### config.mk
export PLATFORM = sky130hd
export DESIGN_NAME = debug_unit
export DESIGN_NICKNAME = d
export VERILOG_FILES = /design/src/dbg_pkg.sv /design/src/debug_unit.sv /design/src/dbg_bucket_sender.sv /design/src/dbg_run_control.sv /design/src/dbg_program_loader.sv /design/src/dbg_rx_stage.sv
export VERILOG_INCLUDE_DIRS = /design/src
export SDC_FILE = /design/constraint.sdc
export NUM_CORES = 1
export LEC_CHECK = 0
export ABC_AREA = 0
export BUFFER_PORTS_ARGS = -buffer_cell sky130_fd_sc_hd__buf_2
export CORE_AREA = 4 4 99 119
export CTS_CLUSTER_DIAMETER = 100
export DETAILED_ROUTE_END_ITERATION = 7
export DIE_AREA = 0 0 103 123
export PLACE_DENSITY = 0.74
export SLEW_MARGIN = 20
export SYNTH_ARGS = -nofsm -noshare
export SYNTH_HDL_FRONTEND = slang
export SYNTH_SLANG_ARGS = --single-unit
### constraint.sdc
create_clock -name clk -period 4.1 [get_ports clk]
set_input_delay 0.205 -clock clk [delete_from_list [all_inputs] [get_ports clk]]
set_output_delay 0.205 -clock clk [all_outputs]
set_load 0.005 [all_outputs]
### src/dbg_params.svh
`ifndef DBG_PARAMS_SVH
`define DBG_PARAMS_SVH

// datapath widths
`define DBG_BYTE_W        8
`define DBG_WORD_W        32
`define DBG_BUCKET_BYTES  4   // bytes sent per bucket snapshot
`define DBG_INST_ADDR_W   7
`define DBG_CYCLE_W       32
`define DBG_END_OPCODE_W  6   // top bits all ones mark the last program word

// host command codes
`define DBG_CMD_START       8'h01
`define DBG_CMD_CONTINUOUS  8'h02
`define DBG_CMD_STEP_MODE   8'h03
`define DBG_CMD_REPROGRAM   8'h05
`define DBG_CMD_STEP        8'h06

`endif
### src/dbg_pkg.sv
`include "dbg_params.svh"

package dbg_pkg;

  typedef logic [`DBG_BYTE_W-1:0]      byte_t;
  typedef logic [`DBG_WORD_W-1:0]      inst_word_t;
  typedef logic [`DBG_INST_ADDR_W-1:0] inst_addr_t;
  typedef logic [`DBG_WORD_W-1:0]      bucket_t;
  typedef logic [`DBG_CYCLE_W-1:0]     cycle_count_t;

  // run states of the debug unit
  typedef enum logic [2:0] {
    st_idle,
    st_programming,
    st_waiting,
    st_step,
    st_continuous,
    st_sending
  } dbg_state_e;

  // command bytes from the host
  typedef enum logic [`DBG_BYTE_W-1:0] {
    cmd_start      = `DBG_CMD_START,
    cmd_continuous = `DBG_CMD_CONTINUOUS,
    cmd_step_mode  = `DBG_CMD_STEP_MODE,
    cmd_reprogram  = `DBG_CMD_REPROGRAM,
    cmd_step       = `DBG_CMD_STEP
  } dbg_cmd_e;

endpackage

### src/debug_unit.sv
module debug_unit (
  input  logic                  clk,
  input  logic                  reset,
  input  logic                  halt,
  input  dbg_pkg::bucket_t      bucket,
  input  logic                  rx_done_tick,
  input  dbg_pkg::byte_t        rx_data,
  input  logic                  tx_done_tick,
  output logic                  inst_we,
  output dbg_pkg::inst_addr_t   inst_addr,
  output dbg_pkg::inst_word_t   inst_data,
  output logic                  programming,
  output logic                  cpu_clk_en,
  output dbg_pkg::cycle_count_t cycle_count,
  output logic                  tx_start,
  output dbg_pkg::byte_t        tx_data
);

  logic           byte_valid;  // received byte strobe
  dbg_pkg::byte_t byte_data;
  logic           load_en;
  logic           load_done;
  logic           send_start;
  logic           send_done;

  dbg_rx_stage i_rx_stage (
    .clk, .reset, .rx_done_tick, .rx_data,
    .byte_valid, .byte_data
  );

  dbg_run_control i_run_control (
    .clk, .reset, .byte_valid, .byte_data,
    .halt, .load_done, .send_done,
    .load_en, .programming, .send_start,
    .cpu_clk_en, .cycle_count
  );

  dbg_program_loader i_program_loader (
    .clk, .reset, .load_en, .byte_valid, .byte_data,
    .inst_we, .inst_addr, .inst_data, .load_done
  );

  // snapshot goes out after each step or halt
  dbg_bucket_sender i_bucket_sender (
    .clk, .reset, .send_start, .bucket, .tx_done_tick,
    .tx_start, .tx_data, .send_done
  );

endmodule

### src/dbg_bucket_sender.sv
`include "dbg_params.svh"

module dbg_bucket_sender (
  input  logic             clk,
  input  logic             reset,
  input  logic             send_start,
  input  dbg_pkg::bucket_t bucket,
  input  logic             tx_done_tick,
  output logic             tx_start,
  output dbg_pkg::byte_t   tx_data,
  output logic             send_done
);

  localparam int idx_w = $clog2(`DBG_BUCKET_BYTES);
  localparam logic [idx_w-1:0] last_idx = idx_w'(`DBG_BUCKET_BYTES - 1);

  dbg_pkg::bucket_t snap_q;     // bucket frozen at send_start
  logic [idx_w-1:0] idx_q;      // byte being transmitted
  logic             tx_done_q;
  logic             tx_rise;

  assign tx_rise = tx_done_tick & ~tx_done_q;
  assign tx_data = snap_q[idx_q*`DBG_BYTE_W +: `DBG_BYTE_W];  // lsb first

  always_ff @(posedge clk)
  begin
    if (send_start)
      snap_q <= bucket;
  end

  always_ff @(posedge clk)
  begin
    if (reset)
    begin
      tx_done_q <= 1'b0;
      tx_start  <= 1'b0;
      idx_q     <= '0;
      send_done <= 1'b0;
    end
    else
    begin
      tx_done_q <= tx_done_tick;
      send_done <= 1'b0;
      if (send_start)
      begin
        tx_start <= 1'b1;  // held for the whole transfer
        idx_q    <= '0;
      end
      else if (tx_start && tx_rise)
      begin
        if (idx_q == last_idx)
        begin
          tx_start  <= 1'b0;
          send_done <= 1'b1;
        end
        idx_q <= idx_q + 1'b1;
      end
    end
  end

endmodule

### src/dbg_run_control.sv
module dbg_run_control (
  input  logic                  clk,
  input  logic                  reset,
  input  logic                  byte_valid,
  input  dbg_pkg::byte_t        byte_data,
  input  logic                  halt,
  input  logic                  load_done,
  input  logic                  send_done,
  output logic                  load_en,
  output logic                  programming,
  output logic                  send_start,
  output logic                  cpu_clk_en,
  output dbg_pkg::cycle_count_t cycle_count
);

  dbg_pkg::dbg_state_e   state;
  dbg_pkg::dbg_state_e   state_next;
  dbg_pkg::dbg_cmd_e     cmd;
  dbg_pkg::cycle_count_t cycle_q;
  logic                  step_hit;     // step command seen in step state
  logic                  step_fire_q;  // snapshot request one cycle after a step
  logic                  run_cont;

  assign cmd      = dbg_pkg::dbg_cmd_e'(byte_data);
  assign step_hit = (state == dbg_pkg::st_step) && byte_valid &&
                    (cmd == dbg_pkg::cmd_step);
  assign run_cont = (state == dbg_pkg::st_continuous);

  assign load_en     = (state == dbg_pkg::st_programming);
  assign programming = load_en;
  assign cpu_clk_en  = step_hit || (run_cont && !halt);
  assign send_start  = step_fire_q || (run_cont && halt);  // halt ends the run
  assign cycle_count = cycle_q;

  //////////////////////////////////////////////////////////////////////////
  // state machine
  //////////////////////////////////////////////////////////////////////////

  always_comb
  begin
    state_next = state;
    case (state)
      dbg_pkg::st_idle:
        if (byte_valid && (cmd == dbg_pkg::cmd_start))
          state_next = dbg_pkg::st_programming;
      dbg_pkg::st_programming:
        if (load_done)
          state_next = dbg_pkg::st_waiting;
      dbg_pkg::st_waiting:
        if (byte_valid)
        begin
          case (cmd)
            dbg_pkg::cmd_continuous: state_next = dbg_pkg::st_continuous;
            dbg_pkg::cmd_step_mode:  state_next = dbg_pkg::st_step;
            default:                 state_next = dbg_pkg::st_idle;  // reprogram too
          endcase
        end
      dbg_pkg::st_step:
        if (step_hit)
          state_next = dbg_pkg::st_sending;
      dbg_pkg::st_continuous:
        if (halt)
          state_next = dbg_pkg::st_sending;
      dbg_pkg::st_sending:
        if (send_done)
          state_next = halt ? dbg_pkg::st_waiting : dbg_pkg::st_step;
      default:
        state_next = dbg_pkg::st_idle;
    endcase
  end

  always_ff @(posedge clk)
  begin
    if (reset)
    begin
      state       <= dbg_pkg::st_idle;
      step_fire_q <= 1'b0;
    end
    else
    begin
      state       <= state_next;
      step_fire_q <= step_hit;  // bucket is valid after the enabled cycle
    end
  end

  //////////////////////////////////////////////////////////////////////////
  // enabled cycle counter
  //////////////////////////////////////////////////////////////////////////

  always_ff @(posedge clk)
  begin
    if (reset)
      cycle_q <= '0;
    else if ((state == dbg_pkg::st_waiting) && byte_valid)
      cycle_q <= '0;  // any command leaves waiting
    else if (cpu_clk_en)
      cycle_q <= cycle_q + 1'b1;
  end

endmodule

### src/dbg_program_loader.sv
`include "dbg_params.svh"

module dbg_program_loader (
  input  logic                clk,
  input  logic                reset,
  input  logic                load_en,
  input  logic                byte_valid,
  input  dbg_pkg::byte_t      byte_data,
  output logic                inst_we,
  output dbg_pkg::inst_addr_t inst_addr,
  output dbg_pkg::inst_word_t inst_data,
  output logic                load_done
);

  localparam int word_bytes = `DBG_WORD_W / `DBG_BYTE_W;
  localparam int pos_w      = $clog2(word_bytes);
  localparam logic [pos_w-1:0] last_pos = pos_w'(word_bytes - 1);

  logic [pos_w-1:0]    pos_q;      // byte position inside the word
  dbg_pkg::inst_word_t word_q;     // assembly shift register
  dbg_pkg::inst_word_t word_next;
  logic                take_byte;
  logic                word_full;

  assign take_byte = load_en && byte_valid;
  assign word_full = take_byte && (pos_q == last_pos);

  // new byte enters at the top, so the first one ends up lowest
  assign word_next = {byte_data, word_q[`DBG_WORD_W-1:`DBG_BYTE_W]};

  assign inst_data = word_q;  // stable until the next byte arrives

  always_ff @(posedge clk)
  begin
    if (take_byte)
      word_q <= word_next;
  end

  //////////////////////////////////////////////////////////////////////////
  // position, write strobe and address
  //////////////////////////////////////////////////////////////////////////

  always_ff @(posedge clk)
  begin
    if (reset)
    begin
      pos_q     <= '0;
      inst_addr <= '0;
      inst_we   <= 1'b0;
      load_done <= 1'b0;
    end
    else
    begin
      inst_we   <= word_full;
      // end marker checked on the completed word
      load_done <= word_full && (&word_next[`DBG_WORD_W-1 -: `DBG_END_OPCODE_W]);
      if (!load_en)
      begin
        pos_q     <= '0;  // ready for a fresh program
        inst_addr <= '0;
      end
      else
      begin
        if (take_byte)
          pos_q <= pos_q + 1'b1;  // wraps after the last byte
        if (inst_we)
          inst_addr <= inst_addr + 1'b1;  // next word address
      end
    end
  end

endmodule

### src/dbg_rx_stage.sv
module dbg_rx_stage (
  input  logic           clk,
  input  logic           reset,
  input  logic           rx_done_tick,
  input  dbg_pkg::byte_t rx_data,
  output logic           byte_valid,
  output dbg_pkg::byte_t byte_data
);

  logic rx_done_q;  // previous sample of the receive-done level
  logic rx_rise;

  // first sample high after a low sample
  assign rx_rise = rx_done_tick & ~rx_done_q;

  always_ff @(posedge clk)
  begin
    if (reset)
    begin
      rx_done_q  <= 1'b0;
      byte_valid <= 1'b0;
    end
    else
    begin
      rx_done_q  <= rx_done_tick;
      byte_valid <= rx_rise;  // single strobe per received byte
    end
  end

  // byte captured together with the edge
  always_ff @(posedge clk)
  begin
    if (rx_rise)
      byte_data <= rx_data;
  end

endmodule

-- Word-level counts from Yosys, hierarchy flattened
Index checks and enable logic that the tools add are counted.
- bits in registers: 126
- bits in latches: 0
- memory bits (writable): 0
- ROM bits: 0
- bits of input ports: 45
- logic and storage cells: 80
- memories: 0
- add/subtract/negate cells: 4
- $mul: 0
- div/mod/pow operators: 0
- $lt $le $gt $ge: 0
- equality and inequality tests: 17
- shift operators: 1
- multiplexer cells: 13
- bitwise gates (word level): 6
- reduce and logical (&&, ||, !) cells: 23
- operators with widths (operator ; count):
    adder 32 x 1 -> 32 bit, second input constant ; 1
    indexed part select 32 x 6 -> 8 bit ; 1
    2-to-1 mux 3 bit ; 6
    case mux 3 bit (6 select lines) ; 1
    == test 8 x 2 -> 1 bit, second input constant ; 2
    AND reduction 6 bit ; 2
    logical AND 1 bit ; 10
    == test 8 x 1 -> 1 bit, second input constant ; 1
    == test 8 x 3 -> 1 bit, second input constant ; 1
    adder 7 x 1 -> 7 bit, second input constant ; 1
    == test 3 x 2 -> 1 bit, second input constant ; 2
    == test 3 bit, second input constant ; 2
    inequality test 2 x 1 -> 1 bit, second input constant ; 3
    inequality test 2 bit, second input constant ; 3
    case mux 3 bit (2 select lines) ; 1
    OR reduction 2 bit ; 3
    2-to-1 mux 1 bit ; 5
    adder 2 x 1 -> 2 bit, second input constant ; 2
    == test 2 bit, second input constant ; 2
    NOT 1 bit ; 4
    nonzero test 2 bit ; 2
    == test 3 x 1 -> 1 bit, second input constant ; 1
    logical NOT 3 bit ; 1
    OR reduction 3 bit ; 1
    4 further kinds ; 6

-- Depth between registers and ports, before layout
Gate-level depths: netlist (run 1).
- depth in word-level cells: 5
- gate-level depth with buffers: 7

-- Cells and area by module
Synthesis (run 1) repeated with hierarchy kept, for this count alone.
- cell total of the unflattened synthesis: 388
- area, all modules: 5126.2 um^2
- modules (own cells, without submodules) (module ; instances ; cells each ; area each (um^2)):
    dbg_run_control ; 1 ; 234 ; 2043.2
    dbg_program_loader ; 1 ; 80 ; 1412.6
    dbg_bucket_sender ; 1 ; 61 ; 1365.1
    dbg_rx_stage ; 1 ; 13 ; 305.3

-- Worst setup path before layout (run 1)
No wires, ideal clock.
- path type: reg-to-reg
- from: register i_run_control.state[2]
- to: register i_bucket_sender.snap_q[0] (enable)
- arrival time: 3.318 ns
- required time: 3.620 ns
- setup slack: 0.302 ns
- cell stages (with the launch flop): 4
- path buffers: 1
- cells stage by stage: dfxtp_1 clkbuf_1 inv_1 o31ai_1
- cells in the longest elaborated chain, start to end: 3
- ends and longest elaborated chain (what ; line ; text):
    start: declaration ; dbg_run_control.sv:16 ; dbg_pkg::dbg_state_e state;
    start signal: assignment ; dbg_run_control.sv:76 ; state <= dbg_pkg::st_idle;
    start signal: assignment ; dbg_run_control.sv:81 ; state <= state_next;
    == test 3 bit ; dbg_run_control.sv:27 ; assign run_cont = (state == dbg_pkg::st_continuous);
    logical AND 1 bit ; dbg_run_control.sv:32 ; assign send_start = step_fire_q || (run_cont && halt);
    logical OR 1 bit ; dbg_run_control.sv:32 ;
    via i_bucket_sender.send_start ; dbg_bucket_sender.sv:6 ; input logic send_start,
    end signal: assignment ; dbg_bucket_sender.sv:28 ; snap_q <= bucket;
    end: declaration ; dbg_bucket_sender.sv:17 ; dbg_pkg::bucket_t snap_q;
The timed path passes the listed nets, and every way through them passes these cells.
A chain may end at the register's enable or synchronous reset.

-- Worst setup path after layout (run 1)
- from: register i_rx_stage.byte_data[3]
- to: register i_run_control.cycle_q[25] (netlist: i_run_control.cycle_count[25])
- cells in the longest elaborated chain, start to end: 3
- ends and longest elaborated chain (what ; line ; text):
    start: declaration ; dbg_rx_stage.sv:7 ; output dbg_pkg::byte_t byte_data
    start signal: assignment ; dbg_rx_stage.sv:34 ; byte_data <= rx_data;
    == test 8 x 3 -> 1 bit ; dbg_run_control.sv:26 ; (cmd == dbg_pkg::cmd_step);
    logical AND 1 bit ; dbg_run_control.sv:25 ; assign step_hit = (state == dbg_pkg::st_step) && byte_valid &&
    logical OR 1 bit ; dbg_run_control.sv:31 ; assign cpu_clk_en = step_hit || (run_cont && !halt);
    end signal: assignment ; dbg_run_control.sv:97 ; cycle_q <= cycle_q + 1'b1;
    end: declaration ; dbg_run_control.sv:19 ; dbg_pkg::cycle_count_t cycle_q;
No other way between the ends.

==> results_dict.tcl, run 1 <==
set metrics [dict create \
    synth.top_cells.by_count "72 x edfxtp_1, 54 x dfxtp_1, 28 x nor2_1" \
    cts_tree "done" \
    place.gp.congestion 0.845 \
    start_kind "register" \
    core_area_um2 10600 \
    grt_pass1_vias 3737 \
    min_path_type "primary input to register" \
    initial_core_util 0.462 \
    wl_mm 11.1 \
    drc 0 \
    critPathSlowestCell "or4_1" \
    worstPathArrival_ns 2.81 \
    grt_max_degree 37 \
    clock-root-buffer "clkbuf_16" \
    ctsHoldBuffers 40 \
    synth_ff_type "edfxtp_1" \
    irDropWorstVdd_mv 0.213 \
    postCtsSetupBuffers 0 \
    routed.top_layer "met4" \
    p_comb_frac 0.046 \
    p_per_area_nw_per_um2 433 \
    finClkSkew_ns 0.0113 \
    crit_type "register to register" \
    p_total_mw 2.87 \
    rows 41 \
    seq_power_share 0.480 \
    antenna_cells 0 \
    utilization 0.627 \
    ys_seq_elements 126 \
    final_nets 605 \
    avgSynthCellArea_um2 12.9 \
    dr_wl_met3_um 858 \
    setup_tns_ns 0 \
    layout_min_cycle_time_ns 2.48 \
    wl_met2_mm 5.54 \
    worst_pin_slew_ns 1.01 \
    met1_length_mm 4.54 \
    drt_first_iter_violations 234 \
    synth_top_area_frac 0.442 \
    area_growth_pct 35.6 \
    drive_above_1_share 0.315 \
    dieArea_um2 12700 \
    async_flop_share 0 \
    wl_per_cell_um 15.9 \
    ys_types 41 \
    synth-edff-count 72 \
    swShare 0.213 \
    finalMaxSlewViolations 0 \
    crit_required_ns 4.43 \
    post-route-period-util 0.604 \
    dpl.hpwl_mm 7.31 \
    finalSetupViolations 0 \
    critical_path_peak_fanout 12 \
    synth_area_um2 4890 \
    clockBufferDepth 2 \
    synthCells 380 \
    yosys.area.top_type "edfxtp_1" \
    endpoint_kind "register" \
    intPower_mw 2.26 \
    grt_pass1_wl_mm 17.7 \
    antenna_found_initial 0 \
    ys_seq_area_frac 0.664 \
    clkSinkCount 126 \
    max_cap_viol_count 0 \
    die_y_um 123 \
    fmax_ghz 0.404 \
    clock_latency_ns 0.41 \
    die_x_um 103 \
    gr-usage-all-layers 0.182 \
    cts_resized 0 \
    relSlewSlack 0.325 \
    p_sw_uw 613 \
    ant_nets 0 \
    p_leak_nw 2.49 \
    hold_violations 0 \
    io_buffers 127 \
    io_pins 128 \
    cts_max_level 4 \
    syn_nets 429 \
    num_vias 3748 \
    firstDrtPassIters 4 \
    gr-total-overflow 0 \
    numCtsBuffers 17 \
    rsz0062_at_grt "false" \
    slowest_delay_ns 0.53 \
    outcome "completed" \
    viasPerCell 5.37 \
    path_clk_slew_ns 0.06 \
    yosysWarnings 0 \
    cp_top_family "simple AND/OR/NAND/NOR gates" \
    critPathBufInv 1 \
    ys_top_cells_by_area "edfxtp_1 44%, dfxtp_1 22%, mux4_2 3.7%" \
    crit_chain "or3_4 > nor4_2 > buf_4 > o2111ai_1 > or4_1 > a21oi_1" \
    clkPwrFrac 0.474 \
    yosysMostFrequentCell "edfxtp_1" \
]
==> registers in the layout, indices dropped and copies added (netlist names), 2 cells and up <==
register                    count
i_bucket_sender.idx_q           2
i_bucket_sender.snap_q         32
i_program_loader.inst_addr      7
i_program_loader.inst_data     32
i_program_loader.pos_q          2
i_run_control.cycle_count      32
i_run_control.state             3
i_rx_stage.byte_data            8
==> cell type report <==
type / instances / area, um^2
fill: 795 / 3940
sequential: 126 / 3240
multi-input combinational: 234 / 1590
timing repair buffer: 171 / 1070
clock buffer: 18 / 429
tap: 129 / 161
clock inverter: 14 / 120
inverter: 6 / 22.5
==> metrics by stage <==
| step | hold slack [ns] | setup WS (ns) | cells | instance area (um^2) |
|---|---|---|---|---|
| after floorplan | 0.277 | 0.302 | 380 | 4890 |
| after global placement | 0.382 | 1.69 | 626 | 5680 |
| after detailed placement | 0.383 | 1.64 | 626 | 5680 |
| after CTS | 0.0217 | 1.62 | 698 | 6630 |
| after global routing | 0.0392 | 1.38 | 698 | 6630 |
| final | 0.0429 | 1.62 | 698 | 6630 |
==> power groups by stage <==
stage	clock, mW	sequential, mW	combinational, mW
after global placement	0	1.40	0.0993
final	1.36	1.38	0.133
after global routing	1.45	1.38	0.147
after CTS	1.39	1.38	0.133
after detailed placement	0	1.40	0.102
after floorplan	0	1.40	0.0599
==> worst reg2reg max path: cells and delay by family, from the launching register on <==
family	cells	cell delay (ns)
AOI/OAI and AO/OA	2	0.51
DFF	1	0.42
and+or+nand+nor	3	1.25
buffers and inverters	1	0.22
==> logic make-up (layout without fill, tap and decap cells) <==
| logic type | Yosys count | in the layout | synth area share |
|---|---|---|---|
| adder cells (fa/ha/maj) | 4 | 4 | 0.0102 |
| AO/OA/AOI/OAI | 65 | 65 | 0.0809 |
| multiplexers | 13 | 13 | 0.0471 |
| XOR/XNOR | 18 | 18 | 0.0323 |
| flip-flops | 126 | 126 | 0.664 |
| AND/OR/NAND/NOR | 134 | 134 | 0.150 |
| buffers and inverters | 20 | 209 | 0.0156 |
==> routing by layer <==
metal | GRT usage | vias to the layer above
li1 | - | 1806
met1 | 0.214 | 1801
met2 | 0.307 | 128
met3 | 0.0559 | 13
met4 | 0.0729 | 0
met5 | 0 | -
==> placed cells by master, fill, tap and decap left out, drive strengths merged, types with 2 or more instances in the layout <==
cell         synthesis  layout
a21o                 2       2
mux2i                5       5
inv                  6       8
o2111ai              7       7
clkinvlp             0       4
xnor2                4       4
o31ai                4       4
or3                 19      19
or2                  4       4
o211ai               4       4
nor2                28      28
mux4                 8       8
nand4b               2       2
clkinv               0       7
o21ai               20      20
nor2b                5       5
buf                  2     131
nand4               13      13
clkbuf              12      18
a21oi               23      23
dlygate4sd3          0      40
dfxtp               54      54
nor4b                3       3
nand3                5       5
nand2b               5       5
nand2               21      21
ha                   4       4
nor3                10      10
and4                 2       2
or4                  5       5
nor4                 7       7
and3                 3       3
xor2                14      14
edfxtp              72      72
==> final timing paths <==
| check | from | to | slack [ns] | cells after the start |
|---|---|---|---|---|
| setup / recovery | i_rx_stage.byte_data[3]$_DFFE_PP_ | i_run_control.cycle_count[25]$_SDFFE_PP0P_ | 1.62 | 6 |
| hold / removal | rx_done_tick | i_rx_stage.rx_done_q$_SDFF_PP0_ | 0.04 | 2 |
| setup reg to reg | i_rx_stage.byte_data[3]$_DFFE_PP_ | i_run_control.cycle_count[25]$_SDFFE_PP0P_ | 1.62 | 6 |
| hold reg to reg | i_program_loader.inst_data[28]$_DFFE_PP_ | i_program_loader.inst_data[20]$_DFFE_PP_ | 0.44 | 0 |
Power figures use the tool's default switching activity.
==> inputs of run 2 (changes only) <==
--- a/config.mk
+++ b/config.mk
@@ -8,11 +8,11 @@
 export LEC_CHECK = 0
 export ABC_AREA = 0
 export BUFFER_PORTS_ARGS = -buffer_cell sky130_fd_sc_hd__buf_2
-export CORE_AREA = 4 4 99 119
+export CORE_AREA = 4 4 94 114
 export CTS_CLUSTER_DIAMETER = 100
 export DETAILED_ROUTE_END_ITERATION = 7
-export DIE_AREA = 0 0 103 123
-export PLACE_DENSITY = 0.74
+export DIE_AREA = 0 0 98 118
+export PLACE_DENSITY = 0.77
 export SLEW_MARGIN = 20
 export SYNTH_ARGS = -nofsm -noshare
 export SYNTH_HDL_FRONTEND = slang
==> constraint.sdc (replaced) <==
create_clock -name clk -period 2.3 [get_ports clk]
set_input_delay 0.115 -clock clk [delete_from_list [all_inputs] [get_ports clk]]
set_output_delay 0.115 -clock clk [all_outputs]
set_load 0.005 [all_outputs]
==> run 2 against run 1 <==
Compared with the run above:
- the run now ends with setup timing left
- clock power is 60% higher
- clock-buffer cell count is 1 higher
- non-clock buffer count grew 24
- via count grew 2.4%
- sequential share of layout area down 1.1 points
- die area shrank 8.7%
- first-iteration DRC count is 14% lower
- routed wire length is 7.7% higher
- final area up 2.3%
- combinational power up 120%
- critical path type unchanged
==> results_dict.tcl, run 2 (same netlist as run 1, synthesis figures left out) <==
set metrics [dict create \
    p_leak_nw 2.59 \
    critPathSlowestCell "or4_4" \
    critical_path_peak_fanout 4 \
    ant_nets 0 \
    clock-root-buffer "clkbuf_16" \
    crit_start "i_rx_stage.byte_data[4]$_DFFE_PP_" \
    wl_per_cell_um 16.7 \
    clock_latency_ns 0.40 \
    fin_cells 714 \
    place_inst 634 \
    layout_setup_ws_ns -0.0592 \
    final_cell_mix "127 x buf_2, 72 x edfxtp_1, 54 x dfxtp_1" \
    outcome "finished with violations" \
    drt_first_iter_violations 201 \
    endpoint_kind "register" \
    grt_pass1_vias 3858 \
    dp_slack_ns 0.00914 \
    drc 0 \
    start_kind "register" \
    rows 39 \
    r2r-start "i_rx_stage.byte_data[4]$_DFFE_PP_" \
    violations "setup timing" \
    place.gp.congestion 0.841 \
    hold_violations 0 \
    finalSetupViolations 1 \
    path_clk_slew_ns 0.06 \
    layout.cells.most_common "buf_2" \
    worst_pin_slew_ns 0.761 \
    area_growth_pct 38.7 \
    core_area_um2 9520 \
    dieArea_um2 11600 \
    initial_core_util 0.514 \
    p_per_area_nw_per_um2 724 \
    cts_tree "done" \
    wl_mm 12.0 \
    firstDrtPassIters 4 \
    grt_pass1_wl_mm 18.9 \
    hp-start "reset" \
    crit_required_ns 2.58 \
    num_vias 3839 \
    dpl.hpwl_mm 7.58 \
    finClkSkew_ns 0.0135 \
    layout_min_cycle_time_ns 2.36 \
    irDropWorstVdd_mv 0.519 \
    gr-total-overflow 0 \
    setup_tns_ns -0.0592 \
    gr-usage-all-layers 0.203 \
    io_pins 128 \
    clkSinkCount 126 \
    fmax_ghz 0.424 \
    die_x_um 98 \
    final_nets 629 \
    relSlewSlack 0.492 \
    post-route-period-util 1.03 \
    max_cap_viol_count 0 \
    worstPathArrival_ns 2.64 \
    die_y_um 118 \
    min_path_type "primary input to register" \
    cts_max_level 4 \
    antenna_cells 0 \
    io_buffers 127 \
    rsz0062_at_grt "true" \
    slowest_delay_ns 0.55 \
    clockBufferDepth 2 \
    crit_type "register to register" \
    numCtsBuffers 17 \
    viasPerCell 5.38 \
    antenna_found_initial 0 \
    finalMaxSlewViolations 0 \
    crit_chain "or3_4 > or4_4 > a211o_1 > buf_4 > o21ai_0 > a21oi_1" \
    grt_max_degree 37 \
    drive_above_1_share 0.332 \
]
-- run 2: layout make-up --
class / count / area (um^2)
Sequential cell: 126 / 3240
Fill cell: 657 / 2740
Multi-Input combinational cell: 234 / 1620
Timing Repair Buffer: 195 / 1260
Clock buffer: 19 / 433
Tap cell: 123 / 154
Clock inverter: 11 / 53.8
Inverter: 6 / 22.5
-- run 2: path summary, 6_finish.rpt --
kind	to	slack, ns	depth (start not counted)
worst max-delay path	i_run_control.cycle_count[7]$_SDFFE_PP0P_	-0.06	6
worst min-delay path	i_run_control.state[1]$_SDFFE_PP0P_	0.08	2
worst max register to register	i_run_control.cycle_count[7]$_SDFFE_PP0P_	-0.06	6
worst min register to register	i_program_loader.inst_data[10]$_DFFE_PP_	0.44	0
-- run 2: per-stage QoR --
stage                      util  hold WS (ns)  power (mW)  cell area, um^2
after floorplan               -         0.187        2.60             4910
after global placement    0.608         0.291        2.70             5780
after detailed placement  0.608         0.293        2.71             5780
after CTS                 0.703        0.0569        4.93             6690
after global routing      0.713         0.101        5.09             6780
final                     0.713        0.0786        4.91             6780
-- run 2: metal layers --
| layer | share of wire | vias to the layer above | wire length, um | GRT usage |
|---|---|---|---|---|
| met2 | 0.52 | 153 | 6250 | 0.364 |
| met3 | 0.072 | 8 | 866 | 0.0575 |
| met5 | 0 | - | 0 | 0 |
| li1 | - | 1851 | - | - |
| met1 | 0.40 | 1827 | 4760 | 0.236 |
| met4 | 0.0065 | 0 | 78 | 0.0537 |
-- run 2: repair_timing --
action,in CTS,in global routing
hold buffers,42,0
gates cloned,0,1
setup buffers,0,7
pin swaps,1,6
hold endpoints to repair,42,0
setup endpoints to repair,2,9
resized for setup,0,6
-- run 2: power breakdown --
| part | internal [mW] | switching [mW] |
|---|---|---|
| Clock | 1.33 | 0.846 |
| Combinational | 0.145 | 0.141 |
| Sequential | 2.43 | 0.0178 |
| Total | 3.90 | 1.01 |
-- run 2: critical path: cells and delay by family, from the launching register on --
kind / cells / cell delay, ns
buf+inv: 1 / 0.16
simple gates: 2 / 0.99
compound gates: 3 / 0.72
flops: 1 / 0.38
==> inputs of run 3 (changes only) <==
--- a/config.mk
+++ b/config.mk
@@ -8,11 +8,11 @@
 export LEC_CHECK = 0
 export ABC_AREA = 0
 export BUFFER_PORTS_ARGS = -buffer_cell sky130_fd_sc_hd__buf_2
-export CORE_AREA = 4 4 94 114
+export CORE_AREA = 4 4 99 119
 export CTS_CLUSTER_DIAMETER = 100
 export DETAILED_ROUTE_END_ITERATION = 7
-export DIE_AREA = 0 0 98 118
-export PLACE_DENSITY = 0.77
+export DIE_AREA = 0 0 103 123
+export PLACE_DENSITY = 0.71
 export SLEW_MARGIN = 20
 export SYNTH_ARGS = -nofsm -noshare
 export SYNTH_HDL_FRONTEND = slang
==> run 3 against run 2 <==
Compared with the run above:
- the run still ends with setup timing left
- combinational power barely moved
- register-to-register slack better by 0.06 ns
- sequential cell count stayed put
- first-iteration DRC count increased by 25%
- non-clock buffer count increased by 4
- die area increased by 9.6%
- power grew 6.5%
- global-route usage shrank 1.6 points
- final area up 2.3%
- via count decreased by 0.34%
- clock-buffer cell count decreased by 2
- critical path depth decreased by 1
- critical endpoint unchanged
- largest cell class unchanged
- largest power group is now the clock network
==> results_dict.tcl, run 3 (same netlist as run 1, synthesis figures left out) <==
set metrics [dict create \
    io_buffers 127 \
    die_y_um 123 \
    place.gp.congestion 0.810 \
    clockBufferDepth 2 \
    wl_mm 11.9 \
    final_cell_mix "128 x buf_2, 72 x edfxtp_1, 54 x dfxtp_1" \
    antenna_cells 0 \
    gr-total-overflow 0 \
    crit_type "register to register" \
    grt_pass1_vias 3744 \
    drt_first_iter_violations 251 \
    min_path_type "primary input to register" \
    dpl.hpwl_mm 7.51 \
    postLayoutCellArea_um2 6930 \
    layout.cells.most_common "buf_2" \
    seq_area_um2 3240 \
    path_clk_slew_ns 0.06 \
    critical_path_peak_fanout 4 \
    post-route-period-util 1.00 \
    initial_core_util 0.462 \
    relSlewSlack 0.532 \
    area_growth_pct 41.9 \
    p_total_mw 5.22 \
    drive_above_1_share 0.360 \
    cts_tree "done" \
    finClkSkew_ns 0.0208 \
    irDropWorstVdd_mv 0.362 \
    clkSinkCount 126 \
    viasPerCell 5.27 \
    start_kind "register" \
    numCtsBuffers 17 \
    io_pins 128 \
    ant_nets 0 \
    drc 0 \
    firstDrtPassIters 5 \
    die_x_um 103 \
    crit_required_ns 2.65 \
    grt_pass1_wl_mm 18.1 \
    grt_max_degree 37 \
    final_nets 633 \
    clock_latency_ns 0.41 \
    p_leak_nw 2.66 \
    dieArea_um2 12700 \
    endpoint_kind "register" \
    finalSetupViolations 1 \
    worst_pin_slew_ns 0.700 \
    layout_min_cycle_time_ns 2.30 \
    core_area_um2 10600 \
    max_cap_viol_count 0 \
    finalMaxSlewViolations 0 \
    cts_max_level 4 \
    rows 41 \
    layout_setup_ws_ns -0.000474 \
    r2r_cells 5 \
    min_path_cells 2 \
    fill_cells 790 \
    clock-root-buffer "clkbuf_16" \
    hold_violations 0 \
    wl_per_cell_um 16.3 \
    antenna_found_initial 1 \
    worstPathArrival_ns 2.65 \
    gr-usage-all-layers 0.187 \
    num_vias 3826 \
    outcome "finished with violations" \
    utilization 0.656 \
    place_area_um2 5810 \
    fmax_ghz 0.435 \
    violations "setup timing" \
    multi_input_area_um2 1660 \
    timing.hold.ws_ns 0.0648 \
    p_per_area_nw_per_um2 754 \
]
-- run 3: cell type report --
cell class | count | area share
Clock inverter | 15 | 0.0197
Timing Repair Buffer | 199 | 0.185
Clock buffer | 17 | 0.0614
Inverter | 6 | 0.00325
Sequential cell | 126 | 0.468
Multi-Input combinational cell | 234 | 0.240
Tap cell | 129 | 0.0233
-- run 3: worst max-delay path, cell delays in order, from the launching register on --
cell and delay (ns):
edfxtp_1 0.39, or3_4 0.44, or4_4 0.54, a211o_1 0.35, or3_1 0.36, a21oi_2 0.16
-- run 3: through the flow --
stage	std cells	TNS, ns	worst slack, ns
after global placement	642	0	0.0516
after floorplan	380	0	0.0728
after global routing	726	-0.245	-0.0943
after detailed placement	642	-0.0179	-0.0179
after CTS	717	0	0.0305
final	726	-0.000474	-0.000474
-- run 3: path summary, 6_finish.rpt --
path / end / startpoint / slack (ns)
worst max-delay path: i_run_control.cycle_count[7]$_SDFFE_PP0P_ / i_rx_stage.byte_data[4]$_DFFE_PP_ / -0.0005
worst min-delay path: i_run_control.state[1]$_SDFFE_PP0P_ / reset / 0.06
worst max register to register: i_run_control.cycle_count[7]$_SDFFE_PP0P_ / i_rx_stage.byte_data[4]$_DFFE_PP_ / -0.0005
worst min register to register: i_program_loader.inst_data[1]$_DFFE_PP_ / i_program_loader.inst_data[9]$_DFFE_PP_ / 0.44
-- run 3: report_power, final --
part	switching [mW]	total [mW]	internal, mW
clock	1.00	2.50	1.49
sequential	0.0186	2.44	2.42
combinational	0.140	0.287	0.147
-- run 3: repair_timing --
action,in CTS,in global routing
endpoints found under the hold margin,42,0
cloned,0,2
hold buffers,42,0
setup endpoints to repair,3,11
buffers inserted,1,7
resized for setup,2,11
pin swaps,1,8
-- run 3: routing by layer --
| metal | vias up | global-route usage | part of all wire |
|---|---|---|---|
| met5 | - | 0 | 0.0011 |
| met1 | 1819 | 0.225 | 0.41 |
| met4 | 2 | 0.0664 | 0.0081 |
| met2 | 137 | 0.311 | 0.51 |
| met3 | 10 | 0.0649 | 0.077 |
| li1 | 1858 | - | - |
